## src/rtl/ecfg_config.svh

```systemverilog
// link config block parameters
`ifndef ECFG_CONFIG_SVH
`define ECFG_CONFIG_SVH

// ########################################
// address map
// ########################################
`define ECFG_GROUP   4'h0        // compared with mi_addr[19:16]
`define ECFG_RFAW    4           // word index width, mi_addr[5:2]

// register word indices
`define ECFG_TXCFG   4'd0        // tx config
`define ECFG_TXDOUT  4'd1        // tx data-out pins
`define ECFG_TXSTAT  4'd2        // tx sticky debug, read only
`define ECFG_RXCFG   4'd4        // rx config
`define ECFG_RXGPIO  4'd5        // synced rx pin sample, read only
`define ECFG_RXSTAT  4'd6        // rx sticky debug, read only

// ########################################
// register widths
// ########################################
`define ECFG_TXCFG_W 10          // enable thru remap_enable
`define ECFG_DOUT_W  9           // link pins, also used for rx sample
`define ECFG_STAT_W  3           // sticky debug flags
`define ECFG_RXCFG_W 6           // enable thru filter_mode

// memory interface
`define ECFG_MI_AW   20
`define ECFG_MI_DW   32

`endif

```

## src/rtl/ecfg_pkg.sv

```systemverilog
// link config shared types
`include "ecfg_config.svh"

package ecfg_pkg;

   // ########################################
   // plain vectors
   // ########################################
   typedef logic [`ECFG_MI_AW-1:0]  mi_addr_t;   // full physical address
   typedef logic [`ECFG_MI_DW-1:0]  mi_data_t;   // always full words
   typedef logic [`ECFG_RFAW-1:0]   reg_idx_t;   // word index in group
   typedef logic [3:0]              ctrlmode_t;  // emesh ctrlmode tag
   typedef logic [`ECFG_DOUT_W-1:0] pins_t;      // link pins
   typedef logic [`ECFG_STAT_W-1:0] stat_t;      // sticky flags

   // ########################################
   // structs
   // ########################################
   // one strobe per writable register
   typedef struct packed {
      logic tx_cfg;
      logic tx_dout;
      logic rx_cfg;
   } ecfg_wen_t;

   // read request to the readback stage
   typedef struct packed {
      logic     valid;
      reg_idx_t idx;
   } ecfg_rd_t;

   typedef struct packed {
      logic      enable;
      logic      mmu_enable;
      logic      gpio_enable;   // tx pins forced to dataout
      logic      tp_enable;     // 1/0 test pattern
      ctrlmode_t ctrlmode;
      logic      ctrlmode_bp;
      logic      remap_enable;
   } ecfg_tx_ctrl_t;

   typedef struct packed {
      logic       enable;
      logic       mmu_enable;
      logic       gpio_enable;
      logic [1:0] filter_mode;
   } ecfg_rx_ctrl_t;

endpackage

```

## src/rtl/ecfg_decode.sv

```systemverilog
// memory interface request decode
`include "ecfg_config.svh"

module ecfg_decode #(
   parameter logic [3:0] GROUP = `ECFG_GROUP
) (
   input  logic                mi_en,
   input  logic                mi_we,      // full word writes only
   input  ecfg_pkg::mi_addr_t  mi_addr,
   output ecfg_pkg::ecfg_wen_t wen,
   output ecfg_pkg::ecfg_rd_t  rd
);

   logic               hit;     // request aimed at this group
   logic               wr;
   ecfg_pkg::reg_idx_t idx;

   // ########################################
   // group match and split
   // ########################################
   assign hit = mi_en && (mi_addr[19:16] == GROUP);
   assign wr  = hit && mi_we;
   assign idx = mi_addr[`ECFG_RFAW+1:2];   // word address, byte bits dropped

   // read valid travels with the index
   assign rd.valid = hit && !mi_we;
   assign rd.idx   = idx;

   // ########################################
   // write strobes
   // ########################################
   always_comb begin
      wen = '0;
      if (wr) begin
         case (idx)
            `ECFG_TXCFG:  wen.tx_cfg  = 1'b1;
            `ECFG_TXDOUT: wen.tx_dout = 1'b1;
            `ECFG_RXCFG:  wen.rx_cfg  = 1'b1;
            // status and pin sample are read only
            default: ;
         endcase
      end
   end

endmodule

```

## src/rtl/ecfg_tx.sv

```systemverilog
// transmit config registers
`include "ecfg_config.svh"

module ecfg_tx (
   input  logic                       mi_clk,
   input  logic                       reset,        // hard reset only
   input  ecfg_pkg::ecfg_wen_t        wen,
   input  ecfg_pkg::mi_data_t         mi_din,
   input  ecfg_pkg::stat_t            tx_debug,     // raw flags from tx path
   output ecfg_pkg::ecfg_tx_ctrl_t    tx_ctrl,
   output ecfg_pkg::pins_t            tx_dataout,   // constant pin values
   output logic [`ECFG_TXCFG_W-1:0]   tx_cfg_q,
   output ecfg_pkg::stat_t            tx_stat_q
);

   // ########################################
   // config register
   // ########################################
   always_ff @(posedge mi_clk) begin
      if (reset) begin
         tx_cfg_q <= '0;
      end else if (wen.tx_cfg) begin
         tx_cfg_q <= mi_din[`ECFG_TXCFG_W-1:0];   // upper bits dropped
      end
   end

   // field decode
   always_comb begin
      tx_ctrl.enable       = tx_cfg_q[0];
      tx_ctrl.mmu_enable   = tx_cfg_q[1];
      // output mode, 11 is reserved and selects nothing
      tx_ctrl.gpio_enable  = (tx_cfg_q[3:2] == 2'b01);
      tx_ctrl.tp_enable    = (tx_cfg_q[3:2] == 2'b10);
      tx_ctrl.ctrlmode     = tx_cfg_q[7:4];
      tx_ctrl.ctrlmode_bp  = tx_cfg_q[8];           // bypass tag
      tx_ctrl.remap_enable = tx_cfg_q[9];
   end

   // ########################################
   // data-out register
   // ########################################
   // drives the link pins while gpio mode is on
   always_ff @(posedge mi_clk) begin
      if (reset) begin
         tx_dataout <= '0;
      end else if (wen.tx_dout) begin
         tx_dataout <= mi_din[`ECFG_DOUT_W-1:0];
      end
   end

   // ########################################
   // sticky debug
   // ########################################
   always_ff @(posedge mi_clk) begin
      if (reset) begin
         tx_stat_q <= '0;
      end else begin
         tx_stat_q <= tx_stat_q | tx_debug;   // set and hold till reset
      end
   end

endmodule

```

## src/rtl/ecfg_rx.sv

```systemverilog
// receive config registers
`include "ecfg_config.svh"

module ecfg_rx (
   input  logic                       mi_clk,
   input  logic                       reset,
   input  ecfg_pkg::ecfg_wen_t        wen,
   input  ecfg_pkg::mi_data_t         mi_din,
   input  ecfg_pkg::stat_t            rx_debug,
   input  ecfg_pkg::pins_t            rx_pins,      // async link pins
   output ecfg_pkg::ecfg_rx_ctrl_t    rx_ctrl,
   output logic [`ECFG_RXCFG_W-1:0]   rx_cfg_q,
   output ecfg_pkg::pins_t            rx_pins_q,    // synced sample
   output ecfg_pkg::stat_t            rx_stat_q
);

   ecfg_pkg::pins_t pins_meta;   // first sync stage

   // ########################################
   // config register
   // ########################################
   always_ff @(posedge mi_clk) begin
      if (reset) begin
         rx_cfg_q <= '0;
      end else if (wen.rx_cfg) begin
         rx_cfg_q <= mi_din[`ECFG_RXCFG_W-1:0];
      end
   end

   always_comb begin
      rx_ctrl.enable      = rx_cfg_q[0];
      rx_ctrl.mmu_enable  = rx_cfg_q[1];
      rx_ctrl.gpio_enable = (rx_cfg_q[3:2] == 2'b01);   // other codes unused
      rx_ctrl.filter_mode = rx_cfg_q[5:4];
   end

   // ########################################
   // pin synchronizer
   // ########################################
   // two flops, sample valid 2 edges after pins settle
   always_ff @(posedge mi_clk) begin
      if (reset) begin
         pins_meta <= '0;
         rx_pins_q <= '0;
      end else begin
         pins_meta <= rx_pins;
         rx_pins_q <= pins_meta;
      end
   end

   // sticky debug flags
   always_ff @(posedge mi_clk) begin
      if (reset) begin
         rx_stat_q <= '0;
      end else begin
         rx_stat_q <= rx_stat_q | rx_debug;
      end
   end

endmodule

```

## src/rtl/ecfg_readback.sv

```systemverilog
// register readback port
`include "ecfg_config.svh"

module ecfg_readback (
   input  logic                       mi_clk,
   input  logic                       reset,
   input  ecfg_pkg::ecfg_rd_t         rd,
   input  logic [`ECFG_TXCFG_W-1:0]   tx_cfg_q,
   input  ecfg_pkg::pins_t            tx_dout_q,
   input  ecfg_pkg::stat_t            tx_stat_q,
   input  logic [`ECFG_RXCFG_W-1:0]   rx_cfg_q,
   input  ecfg_pkg::pins_t            rx_pins_q,
   input  ecfg_pkg::stat_t            rx_stat_q,
   output ecfg_pkg::mi_data_t         mi_dout
);

   ecfg_pkg::mi_data_t rd_word;   // selected register, zero extended

   // ########################################
   // select
   // ########################################
   always_comb begin
      case (rd.idx)
         `ECFG_TXCFG:  rd_word = ecfg_pkg::mi_data_t'(tx_cfg_q);   // all 10 bits
         `ECFG_TXDOUT: rd_word = ecfg_pkg::mi_data_t'(tx_dout_q);
         `ECFG_TXSTAT: rd_word = ecfg_pkg::mi_data_t'(tx_stat_q);
         `ECFG_RXCFG:  rd_word = ecfg_pkg::mi_data_t'(rx_cfg_q);
         `ECFG_RXGPIO: rd_word = ecfg_pkg::mi_data_t'(rx_pins_q);
         `ECFG_RXSTAT: rd_word = ecfg_pkg::mi_data_t'(rx_stat_q);
         default:      rd_word = '0;   // unmapped reads as zero
      endcase
   end

   // ########################################
   // output register
   // ########################################
   // one cycle read latency, holds between reads
   always_ff @(posedge mi_clk) begin
      if (reset) begin
         mi_dout <= '0;
      end else if (rd.valid) begin
         mi_dout <= rd_word;
      end
   end

endmodule

```

## src/rtl/ecfg_top.sv

```systemverilog
// link config block top
`include "ecfg_config.svh"

module ecfg_top (
   input  logic                    mi_clk,
   input  logic                    reset,
   input  logic                    mi_en,
   input  logic                    mi_we,
   input  ecfg_pkg::mi_addr_t      mi_addr,
   input  ecfg_pkg::mi_data_t      mi_din,
   output ecfg_pkg::mi_data_t      mi_dout,
   output ecfg_pkg::ecfg_tx_ctrl_t tx_ctrl,
   output ecfg_pkg::pins_t         tx_dataout,
   input  ecfg_pkg::stat_t         tx_debug,
   input  ecfg_pkg::stat_t         rx_debug,
   input  ecfg_pkg::pins_t         rx_pins,
   output ecfg_pkg::ecfg_rx_ctrl_t rx_ctrl
);

   ecfg_pkg::ecfg_wen_t      wen;
   ecfg_pkg::ecfg_rd_t       rd;
   logic [`ECFG_TXCFG_W-1:0] tx_cfg_q;
   ecfg_pkg::stat_t          tx_stat_q;
   logic [`ECFG_RXCFG_W-1:0] rx_cfg_q;
   ecfg_pkg::pins_t          rx_pins_q;
   ecfg_pkg::stat_t          rx_stat_q;

   // ########################################
   // decode, banks, readback
   // ########################################
   ecfg_decode #(.GROUP(`ECFG_GROUP)) u_decode (
      .mi_en   (mi_en),
      .mi_we   (mi_we),
      .mi_addr (mi_addr),
      .wen     (wen),
      .rd      (rd)
   );

   ecfg_tx u_tx (
      .mi_clk     (mi_clk),
      .reset      (reset),
      .wen        (wen),
      .mi_din     (mi_din),
      .tx_debug   (tx_debug),
      .tx_ctrl    (tx_ctrl),
      .tx_dataout (tx_dataout),
      .tx_cfg_q   (tx_cfg_q),
      .tx_stat_q  (tx_stat_q)
   );

   ecfg_rx u_rx (
      .mi_clk    (mi_clk),
      .reset     (reset),
      .wen       (wen),
      .mi_din    (mi_din),
      .rx_debug  (rx_debug),
      .rx_pins   (rx_pins),
      .rx_ctrl   (rx_ctrl),
      .rx_cfg_q  (rx_cfg_q),
      .rx_pins_q (rx_pins_q),
      .rx_stat_q (rx_stat_q)
   );

   // data-out register read back from the tx pin output
   ecfg_readback u_readback (
      .mi_clk    (mi_clk),
      .reset     (reset),
      .rd        (rd),
      .tx_cfg_q  (tx_cfg_q),
      .tx_dout_q (tx_dataout),
      .tx_stat_q (tx_stat_q),
      .rx_cfg_q  (rx_cfg_q),
      .rx_pins_q (rx_pins_q),
      .rx_stat_q (rx_stat_q),
      .mi_dout   (mi_dout)
   );

endmodule

```

## config.mk

```make
export PLATFORM = sky130hd
export DESIGN_NAME = ecfg_top
export DESIGN_NICKNAME = d
export VERILOG_FILES = /design/src/rtl/ecfg_pkg.sv /design/src/rtl/ecfg_decode.sv /design/src/rtl/ecfg_tx.sv /design/src/rtl/ecfg_rx.sv /design/src/rtl/ecfg_readback.sv /design/src/rtl/ecfg_top.sv
export VERILOG_INCLUDE_DIRS = /design/src /design/src/rtl
export SDC_FILE = /design/constraint.sdc
export NUM_CORES = 1
export LEC_CHECK = 0
export ABC_AREA = 1
export BUFFER_PORTS_ARGS = -buffer_cell sky130_fd_sc_hd__buf_2
export CORE_MARGIN = 2
export CORE_UTILIZATION = 52
export CTS_BUF_LIST = sky130_fd_sc_hd__clkbuf_4 sky130_fd_sc_hd__clkbuf_8
export DETAILED_ROUTE_END_ITERATION = 16
export PLACE_DENSITY = 0.88
export SLEW_MARGIN = 10
export SYNTH_ARGS = -nofsm -noshare
export SYNTH_HDL_FRONTEND = slang
export SYNTH_SLANG_ARGS = --single-unit
export TNS_END_PERCENT = 20
```

## constraint.sdc

```tcl
create_clock -name mi_clk -period 1.4 [get_ports mi_clk]
set_input_delay 0 -clock mi_clk [delete_from_list [all_inputs] [get_ports mi_clk]]
set_output_delay 0 -clock mi_clk [all_outputs]
set_load 0.01 [all_outputs]
```

==> qor.txt, run 1 <==
status - complete, no violations
sum of internal, switching and leakage power - 3.814 mW
Final Slew Violations - 0
Placed Area - 0.002934 mm2
number of nets at the end of the flow - 508
number of optimization iterations in the first detailed-route pass - 4
startpoint types - primary input
number of placed cells counting well taps - 463
die span in x - 76.16 um
via count - 2,497
number of warnings reported in the yosys synthesis log - 0
flip-flop and latch count after synthesis - 59
clock tree from TritonCTS - built
number of enable-type register cells in the synthesized netlist - 0
buffer type at the clock tree root - sky130_fd_sc_hd__clkbuf_8
row count - 26
sequential cell area fraction in the yosys report - 43.62%
H-tree levels - 3
signal arrival time at the worst endpoint - 1450 ps
first-pass GRT wire length - 10,550 um
maximum capacitance violations - 0
Setup Viol. Count Final - 0
RSZ-0062 raised after global routing - false
CP Cell Sequence - dlygate4sd3_1 -> buf_2 -> nor2_1 -> dlygate4sd3_1
Die Footprint - 0.005800 mm2
Top cell by count, worst path - sky130_fd_sc_hd__dlygate4sd3_1
Critical Path Slowest Stage Cell - sky130_fd_sc_hd__dlygate4sd3_1
top_reg_cell synth - sky130_fd_sc_hd__dfxtp_1
Buffers on Ports - 70
Tcrit/Tclk final - 87.59%
post-detailed-routing wire length - 6467 um
required time of the critical path - 1630 ps
I/O pins - 127
total overflow reported by the global router - 0
insertion delay of the later-clocked pin in the worst-skew pair - 340 ps
post-synthesis cell type count - 27
routed wl met3 - 456 um
met2 layer wire length in the routed design - 3269 um
routed vias/inst - 4.877
number of global-route vias before repair - 2,347
worst setup path class - in2reg
buffers from clock root to sink, at most - 2
critical-path maximum fanout - 16
uppermost routed layer - met4
share of async-settable or async-resettable flops after synthesis - 0%
P&R area growth vs syn - 28.93%
Inserted Clock Buffers - 9
final hold vios - 0
Placeable Area - 0.005075 mm2
slowest cell delay on critical path - 570 ps
remaining antenna violation count - 0
summed area of non-filler cells in the final layout - 0.003491 mm2
final-layout worst hold slack - 40.56 ps
share of cells above drive strength 1 - 26.02%
Initial Utilization - 53.35%
total inserted antenna cells - 0
# DRC - 0
kind of path behind the tightest hold check - in2reg
Max IR drop VDD - 0.7073 mV
gate count of the mapped netlist - 343
Non-Filler Instances - 512
number of design-rule violations left by the first detailed-router iteration - 162
detailed-routing wirelength on met1 - 2567 um
placer congestion estimate - 0.8825
post-DP HPWL - 4325 um
initial antenna violation count - 0
Reg clk slew, reported paths - 60 ps
number of sinks handled by clock tree synthesis - 59
post-CTS resize count - 0
skew final - 4.465 ps
synthesized area per cell - 7.894 um2
largest net degree at the start of global routing - 27
drt wl/cell - 12.63 um
setup slack after placement - 210.0 ps
Post-Synthesis Cell Area - 0.002708 mm2
crit end category - register
Tmin final - 1226 ps
Core Util, Final - 68.79%
Fin Setup TNS - 0 ps
Die Span Y - 76.16 um
total power divided by cell area - 1093 mW/mm2
fmax - 815.5 MHz
standby leakage power - 1.682 nW
global routing usage summed across all routing layers - 22.78%
worst setup slack after layout - 173.7 ps
==> cell families (layout without fill, tap and decap cells) <==
| logic type | Yosys count | after routing | synth area share, % |
|---|---|---|---|
| compound gates | 41 | 41 | 8.595 |
| buf+inv | 75 | 153 | 16.54 |
| flops | 59 | 59 | 43.62 |
| other cells | 1 | 22 | 0.1385 |
| simple gates | 167 | 167 | 31.10 |
==> registers in the layout, summed over array words and instances (netlist names) <==
| name | cells |
|---|---|
| u_rx.pins_meta | 9 |
| u_tx.tx_dataout | 9 |
| u_tx.tx_stat_q | 3 |
| u_rx.rx_cfg_q | 6 |
| u_rx.rx_pins_q | 9 |
| u_readback.mi_dout | 10 |
| u_rx.rx_stat_q | 3 |
| u_tx.tx_cfg_q | 10 |
==> layer usage <==
layer | track usage [%] | vias up
met2 | 40.00 | 99
met1 | 25.47 | 1125
li1 | - | 1254
met5 | 0 | -
met4 | 9.455 | 0
met3 | 7.346 | 19
==> cells in the mapped netlist (2+ instances only) <==
cell type	n	area, um2
sky130_fd_sc_hd__nand2_1	16	60.06
sky130_fd_sc_hd__clkbuf_1	6	22.52
sky130_fd_sc_hd__nor2_2	4	25.02
sky130_fd_sc_hd__a21oi_2	4	35.03
sky130_fd_sc_hd__buf_6	2	22.52
sky130_fd_sc_hd__buf_4	36	270.3
sky130_fd_sc_hd__nand3_1	44	220.2
sky130_fd_sc_hd__nor2_4	5	56.30
sky130_fd_sc_hd__a21oi_1	3	15.01
sky130_fd_sc_hd__inv_1	25	93.84
sky130_fd_sc_hd__o21ai_0	4	20.02
sky130_fd_sc_hd__nor2_8	2	40.04
sky130_fd_sc_hd__o21ai_1	27	135.1
sky130_fd_sc_hd__nor2_1	65	244.0
sky130_fd_sc_hd__nor3_1	25	125.1
sky130_fd_sc_hd__o21a_1	2	15.01
sky130_fd_sc_hd__nand4_1	2	12.51
sky130_fd_sc_hd__dfxtp_1	59	1181
sky130_fd_sc_hd__buf_2	4	20.02
==> area by class of cell <==
class / instances / area, um2
Inverter: 26 / 97.59
Multi-Input combinational cell: 230 / 1157
Fill cell: 412 / 1584
Tap cell: 70 / 87.58
Sequential cell: 59 / 1181
Clock inverter: 5 / 75.07
Timing Repair Buffer: 111 / 740.7
Clock buffer: 11 / 151.4
==> critical path, delay by kind of cell <==
family,cells,cell delay (ps)
buffers and inverters,3,1370
AND/OR/NAND/NOR,1,80
==> timing repair <==
| action | in CTS | in global routing |
|---|---|---|
| buffers inserted | 0 | 0 |
| setup endpoints to repair | 0 | 0 |
| hold endpoints to repair | 41 | 0 |
| hold buffers | 33 | 0 |
==> placed cells by master, fill, tap and decap left out <==
master,count
sky130_fd_sc_hd__nand2_8,1
sky130_fd_sc_hd__nor2_1,65
sky130_fd_sc_hd__clkbuf_8,11
sky130_fd_sc_hd__o21ai_0,4
sky130_fd_sc_hd__o21ai_1,27
sky130_fd_sc_hd__nand4_1,2
sky130_fd_sc_hd__nor2_4,5
sky130_fd_sc_hd__nand2_1,16
sky130_fd_sc_hd__inv_2,1
sky130_fd_sc_hd__nor2_8,2
sky130_fd_sc_hd__buf_4,8
sky130_fd_sc_hd__nand2_2,1
sky130_fd_sc_hd__o21a_1,2
sky130_fd_sc_hd__inv_1,25
sky130_fd_sc_hd__bufinv_16,2
sky130_fd_sc_hd__a21oi_1,3
sky130_fd_sc_hd__clkinv_2,3
sky130_fd_sc_hd__dfxtp_1,59
sky130_fd_sc_hd__dlygate4sd3_1,33
sky130_fd_sc_hd__nor2_2,4
sky130_fd_sc_hd__a211oi_2,1
sky130_fd_sc_hd__buf_2,70
sky130_fd_sc_hd__conb_1,22
sky130_fd_sc_hd__nand3_1,44
sky130_fd_sc_hd__nand4_4,1
sky130_fd_sc_hd__nand2_4,1
sky130_fd_sc_hd__a21oi_2,4
sky130_fd_sc_hd__nor3_1,25
==> worst paths after layout <==
check	from	to	slack, ps	cells after the start
min reg2reg	u_rx.pins_meta[8]	u_rx.rx_pins_q[8]	400	2
min	mi_we	u_readback.mi_dout[4]	40	4
max reg2reg	u_rx.rx_stat_q[2]	u_rx.rx_stat_q[2]	240	3
max	reset	u_rx.pins_meta[3]	170	4
==> power breakdown <==
group          internal (mW)  switching [mW]  leakage (nW)
clock                   1.09           0.663         0.119
combinational          0.144           0.184          1.08
sequential              1.72          0.0159         0.481
No activity file was read; power rests on OpenSTA's default activity.
==> inputs of run 2 (changes only) <==
--- a/config.mk
+++ b/config.mk
@@ -12,3 +12,3 @@
 export CORE_UTILIZATION = 52
-export CTS_BUF_LIST = sky130_fd_sc_hd__clkbuf_4 sky130_fd_sc_hd__clkbuf_8
+export CTS_BUF_LIST = sky130_fd_sc_hd__clkbuf_8
 export DETAILED_ROUTE_END_ITERATION = 16
==> constraint.sdc (replaced) <==
create_clock -name mi_clk -period 1.4 [get_ports mi_clk]
set_input_delay 0.14 -clock mi_clk [delete_from_list [all_inputs] [get_ports mi_clk]]
set_output_delay 0.14 -clock mi_clk [all_outputs]
set_load 0.01 [all_outputs]
==> qor.txt, run 2 (synthesis results as in run 1) <==
Tcrit/Tclk final - 81.99%
worst hold path startpoint - rx_pins[4]
signal arrival time at the worst endpoint - 1010 ps
initial antenna violation count - 0
Fin Setup TNS - 0 ps
routed wl met3 - 530 um
global routing usage summed across all routing layers - 22.91%
standby leakage power - 1.576 nW
buffers from clock root to sink, at most - 2
source of the critical timing path - u_tx.tx_cfg_q[3]
most common cell after layout, fill and taps aside - sky130_fd_sc_hd__buf_2
critical-path maximum fanout - 4
final hold vios - 0
Die Span Y - 76.16 um
post-detailed-routing wire length - 6414 um
number of buffers inserted by hold repair at cts - 14
met2 layer wire length in the routed design - 3239 um
Max IR drop VDD - 0.8160 mV
row count - 26
Placeable Area - 0.005075 mm2
drt wl/cell - 12.98 um
total overflow reported by the global router - 0
crit end category - output pin
RSZ-0062 raised after global routing - false
count of fill cells added during filler insertion - 442
share of cells above drive strength 1 - 27.36%
die span in x - 76.16 um
via count - 2,475
Die Footprint - 0.005800 mm2
uppermost routed layer - met4
Setup Viol. Count Final - 0
largest registers in the final layout - u_readback.mi_dout x10, u_tx.tx_cfg_q x10
placer congestion estimate - 0.8618
Inserted Clock Buffers - 9
Tmin final - 1148 ps
kind of path behind the tightest hold check - in2reg
post-DP HPWL - 4404 um
number of design-rule violations left by the first detailed-router iteration - 162
I/O pins - 127
startpoint types - register
number of nets at the end of the flow - 490
H-tree levels - 3
launch instance of the worst register-to-register path - u_tx.tx_cfg_q[2]
total power divided by cell area - 1090 mW/mm2
summed area of non-filler cells in the final layout - 0.003297 mm2
number of optimization iterations in the first detailed-route pass - 4
Initial Utilization - 53.35%
total inserted antenna cells - 0
detailed-routing wirelength on met1 - 2498 um
skew final - 6.572 ps
routed vias/inst - 5.010
Placed Area - 0.002954 mm2
Final Slew Violations - 0
post-CTS resize count - 0
number of global-route vias before repair - 2,293
highest-count cells in the layout ignoring fill and taps - 70 x sky130_fd_sc_hd__buf_2, 65 x sky130_fd_sc_hd__nor2_1, 59 x sky130_fd_sc_hd__dfxtp_1
Post CTS Setup Buffer Count - 0
number of sinks handled by clock tree synthesis - 59
insertion delay of the later-clocked pin in the worst-skew pair - 350 ps
status - complete, no violations
clock tree from TritonCTS - built
maximum capacitance violations - 0
worst setup path class - reg2out
required time of the critical path - 1260 ps
largest net degree at the start of global routing - 28
# DRC - 0
Buffers on Ports - 70
first-pass GRT wire length - 10,420 um
Reg clk slew, reported paths - 70 ps
P&R area growth vs syn - 21.77%
fmax - 871.2 MHz
remaining antenna violation count - 0
buffer type at the clock tree root - sky130_fd_sc_hd__clkbuf_8
-- run 2: final timing paths --
path,end,slack (ps),cells after the start
worst max-delay path,tx_ctrl[6],250,3
worst min-delay path,u_rx.pins_meta[4],7,3
worst max register to register,u_readback.mi_dout[2],510,4
worst min register to register,u_rx.rx_pins_q[6],410,2
-- run 2: per-stage QoR --
stage / power, mW / cells / utilization, % / hold slack, ps / setup WS [ps]
after floorplan: 1.970 / 364 / - / 247.0 / 352.3
after global placement: 2.015 / 464 / 58.21 / 341.3 / 106.4
after detailed placement: 2.022 / 464 / 58.21 / 345.3 / 70.67
after CTS: 3.598 / 494 / 64.97 / 2.994 / 250.8
after global routing: 3.721 / 494 / 64.97 / 0.3488 / 200.4
final: 3.593 / 494 / 64.97 / 7.444 / 252.2
-- run 2: critical path, cell delays in order, from the launching register on --
cell and delay [ps]:
sky130_fd_sc_hd__dfxtp_1 380, sky130_fd_sc_hd__inv_1 50, sky130_fd_sc_hd__nor2_1 90, sky130_fd_sc_hd__buf_2 140
-- run 2: where the power goes --
group / internal (mW) / switching, mW / leakage [nW]
Combinational: 0.110 / 0.176 / 1.00
Sequential: 1.72 / 0.0163 / 0.481
Clock: 0.864 / 0.709 / 0.0905
Total: 2.69 / 0.902 / 1.58
-- run 2: cell type report --
class | count | area (um2) | area share (%)
flip-flops and latches | 59 | 1181 | 35.83
multi-input cells | 230 | 1157 | 35.10
repair buffers | 93 | 570.5 | 17.31
clock buffers | 10 | 137.6 | 4.175
inverters | 26 | 97.59 | 2.960
well taps | 70 | 87.58 | 2.657
clock inverters | 6 | 65.06 | 1.973
-- run 2: per-layer routing --
layer / vias to the layer above / track usage (%)
met3: 18 / 9.123
met5: - / 0
met1: 1137 / 25.77
li1: 1214 / -
met2: 106 / 38.48
met4: 0 / 10.00
==> inputs of run 3 (changes only) <==
Settings changed: ABC_AREA 1 to 0, CORE_UTILIZATION 52 to 47, PLACE_DENSITY 0.88 to 0.81.
Clock period 1.4 ns to 1.1 ns, I/O delays scaled along.
==> qor.txt, run 3 <==
remaining antenna violation count - 0
post-DP HPWL - 4033 um
Fin Setup TNS - -325.9 ps
Synth Area in Adders - 0%
Buffers on Ports - 70
row count - 27
status - complete, but fails checks
top cells by area, synth - sky130_fd_sc_hd__dfxtp_1 45%, sky130_fd_sc_hd__mux2i_1 15%, sky130_fd_sc_hd__buf_4 9.8%
fmax - 815.7 MHz
top-count cell post-synth - sky130_fd_sc_hd__dfxtp_1
insertion delay of the later-clocked pin in the worst-skew pair - 330 ps
number of nets at the end of the flow - 431
die span in x - 78.41 um
number of sinks handled by clock tree synthesis - 59
Placed Area - 0.003044 mm2
initial antenna violation count - 0
skew final - 4.525 ps
startpoint types - register
number of enable-type register cells in the synthesized netlist - 0
total overflow reported by the global router - 0
most common library cells after synthesis - 59 x sky130_fd_sc_hd__dfxtp_1, 43 x sky130_fd_sc_hd__nor2_1, 38 x sky130_fd_sc_hd__mux2i_1
worst setup slack after layout - -126.0 ps
Reg clk slew, reported paths - 60 ps
top-area cell type share of the netlist area - 45.38%
worst flop-to-flop path endpoint - u_readback.mi_dout[1]
total inserted antenna cells - 0
critical path depth in cells - 4
placer congestion estimate - 0.8745
slowest cell delay on critical path - 400 ps
global routing usage summed across all routing layers - 19.67%
share of async-settable or async-resettable flops after synthesis - 0%
number of warnings reported in the yosys synthesis log - 0
most common cell after layout, fill and taps aside - sky130_fd_sc_hd__buf_2
clock tree from TritonCTS - built
sequential cell area fraction in the yosys report - 45.38%
failing checks - negative setup slack
signal arrival time at the worst endpoint - 1480 ps
highest-count cells in the layout ignoring fill and taps - 68 x sky130_fd_sc_hd__buf_2, 54 x sky130_fd_sc_hd__dfxtp_1, 42 x sky130_fd_sc_hd__nor2_1
CP Buf/Inv Count - 0
P&R area growth vs syn - 30.96%
standby leakage power - 1.723 nW
launch instance of the worst register-to-register path - u_tx.tx_cfg_q[1]
required time of the critical path - 1360 ps
Post-Synthesis Cell Area - 0.002602 mm2
Placeable Area - 0.005439 mm2
via count - 2,091
Max IR drop VDD - 0.7741 mV
CP Cell Sequence - mux2i_1 -> or4_1 -> o221a_2 -> a211oi_2
H-tree levels - 3
first-pass GRT wire length - 9149 um
Critical Path Slowest Stage Cell - sky130_fd_sc_hd__or4_1
number of optimization iterations in the first detailed-route pass - 4
total power divided by cell area - 1272 mW/mm2
largest registers in the final layout - u_readback.mi_dout x10, u_tx.tx_cfg_q x10
largest net degree at the start of global routing - 60
# DRC - 0
buffers from clock root to sink, at most - 2
switching component of the power - 0.9908 mW
post-synthesis cell type count - 32
final hold vios - 0
synthesized area per cell - 9.784 um2
Final Slew Violations - 0
source of the critical timing path - u_tx.tx_cfg_q[1]
simple-gate share of the synthesized area - 19.90%
flip-flop and latch count after synthesis - 59
area share of xor/xnor cells in the synthesized design - 0%
count of fill cells added during filler insertion - 493
clock group share of total power - 40.4%
Die Span Y - 78.41 um
largest family of logic cells by synthesized area - simple AND/OR/NAND/NOR gates
Initial Utilization - 47.85%
drt wl/cell - 13.07 um
buffer type at the clock tree root - sky130_fd_sc_hd__clkbuf_8
Tcrit/Tclk final - 111.5%
number of design-rule violations left by the first detailed-router iteration - 96
final-layout worst hold slack - 17.71 ps
family with the most delay on the worst path - simple AND/OR/NAND/NOR gates
fraction of synthesized area in multiplexers - 14.62%
worst setup path class - reg2reg
Die Footprint - 0.006148 mm2
Comb power frac - 8.8%
Setup Viol. Count Final - 4
critical-path maximum fanout - 2
Int Pwr - 3.345 mW
top_reg_cell synth - sky130_fd_sc_hd__dfxtp_1
gate count of the mapped netlist - 266
I/O pins - 127
share of cells above drive strength 1 - 37.36%
portion of total power attributed to sequential cells - 50.8%
crit end category - register
RSZ-0062 raised after global routing - true
switching power as a share of total power - 22.85%
Tmin final - 1226 ps
routed vias/inst - 4.796
Core Util, Final - 62.66%
Reg2Reg Setup Slack - -130 ps
leading area contributor after synthesis - sky130_fd_sc_hd__dfxtp_1
kind of path behind the tightest hold check - in2reg
compound-cell area share of the yosys netlist - 7.452%
critical path endpoint - u_readback.mi_dout[1]
Inserted Clock Buffers - 9
post-detailed-routing wire length - 5697 um
maximum capacitance violations - 0
number of global-route vias before repair - 2,055
summed area of non-filler cells in the final layout - 0.003408 mm2
worst reg2reg path depth - 4
[run 3: worst min path at each step]
stage / end / startpoint / slack (ps) / depth (start not counted)
2_1_floorplan: u_rx.rx_stat_q[0] / rx_debug[0] / 230 / 2
3_3_place_gp: u_rx.pins_meta[4] / rx_pins[4] / 320 / 2
3_5_place_dp: u_rx.pins_meta[3] / rx_pins[3] / 320 / 2
4_1_cts: u_tx.tx_stat_q[1] / tx_debug[1] / 9 / 3
5_1_grt: u_tx.tx_stat_q[1] / tx_debug[1] / 30 / 3
6_report: u_tx.tx_stat_q[1] / tx_debug[1] / 20 / 3
[run 3: tightest hold or removal path, stage by stage]
cell	delay, ps
sky130_fd_sc_hd__buf_2	90
sky130_fd_sc_hd__nor2_1	30
sky130_fd_sc_hd__nor2_1	80
[run 3: kinds of logic after synthesis]
logic type / count (synthesis)
other: 1
flip-flops: 59
AO/OA/AOI/OAI: 25
buffers and inverters: 49
multiplexers: 38
AND/OR/NAND/NOR: 94
[run 3: metal layers]
| metal | track usage [%] | wire length [um] | up-vias | part of all wire (%) |
|---|---|---|---|---|
| met3 | 5.747 | 330 | 8 | 5.8 |
| met2 | 32.33 | 2984 | 60 | 52 |
| met1 | 22.71 | 2296 | 981 | 40 |
| met5 | 0 | 0 | - | 0 |
| li1 | - | - | 1042 | - |
| met4 | 11.58 | 85 | 0 | 1.5 |
[run 3: final cells by class]
class / count / area, um2 / share of cell area (%)
well taps: 72 / 90.09 / 2.643
clock inverters: 3 / 13.76 / 0.4038
flip-flops and latches: 59 / 1187 / 34.84
repair buffers: 111 / 734.5 / 21.55
multi-input cells: 179 / 1217 / 35.72
clock buffers: 12 / 165.2 / 4.846
[run 3: through the flow]
stage / std cells / power, mW / setup slack, ps
2_1_floorplan: 287 / 2.489 / -134.7
3_3_place_gp: 407 / 2.578 / -278.4
3_5_place_dp: 407 / 2.585 / -320.2
4_1_cts: 436 / 4.373 / -127.9
5_1_grt: 436 / 4.507 / -188.3
6_report: 436 / 4.336 / -126.0
[run 3: power groups by stage]
| stage | Sequential, mW | Clock [mW] | Combinational [mW] |
|---|---|---|---|
| after global routing | 2.20 | 1.88 | 0.420 |
| after global placement | 2.25 | 0 | 0.332 |
| after CTS | 2.20 | 1.80 | 0.377 |
| after floorplan | 2.24 | 0 | 0.245 |
| final | 2.20 | 1.75 | 0.384 |
| after detailed placement | 2.25 | 0 | 0.337 |
[run 3: repair_timing]
item,in CTS,in global routing
gates resized for setup,5,8
setup buffers,0,0
pin swaps,0,3
hold buffers,14,0
endpoints found under the hold margin,14,0
endpoints found under the setup margin,5,12
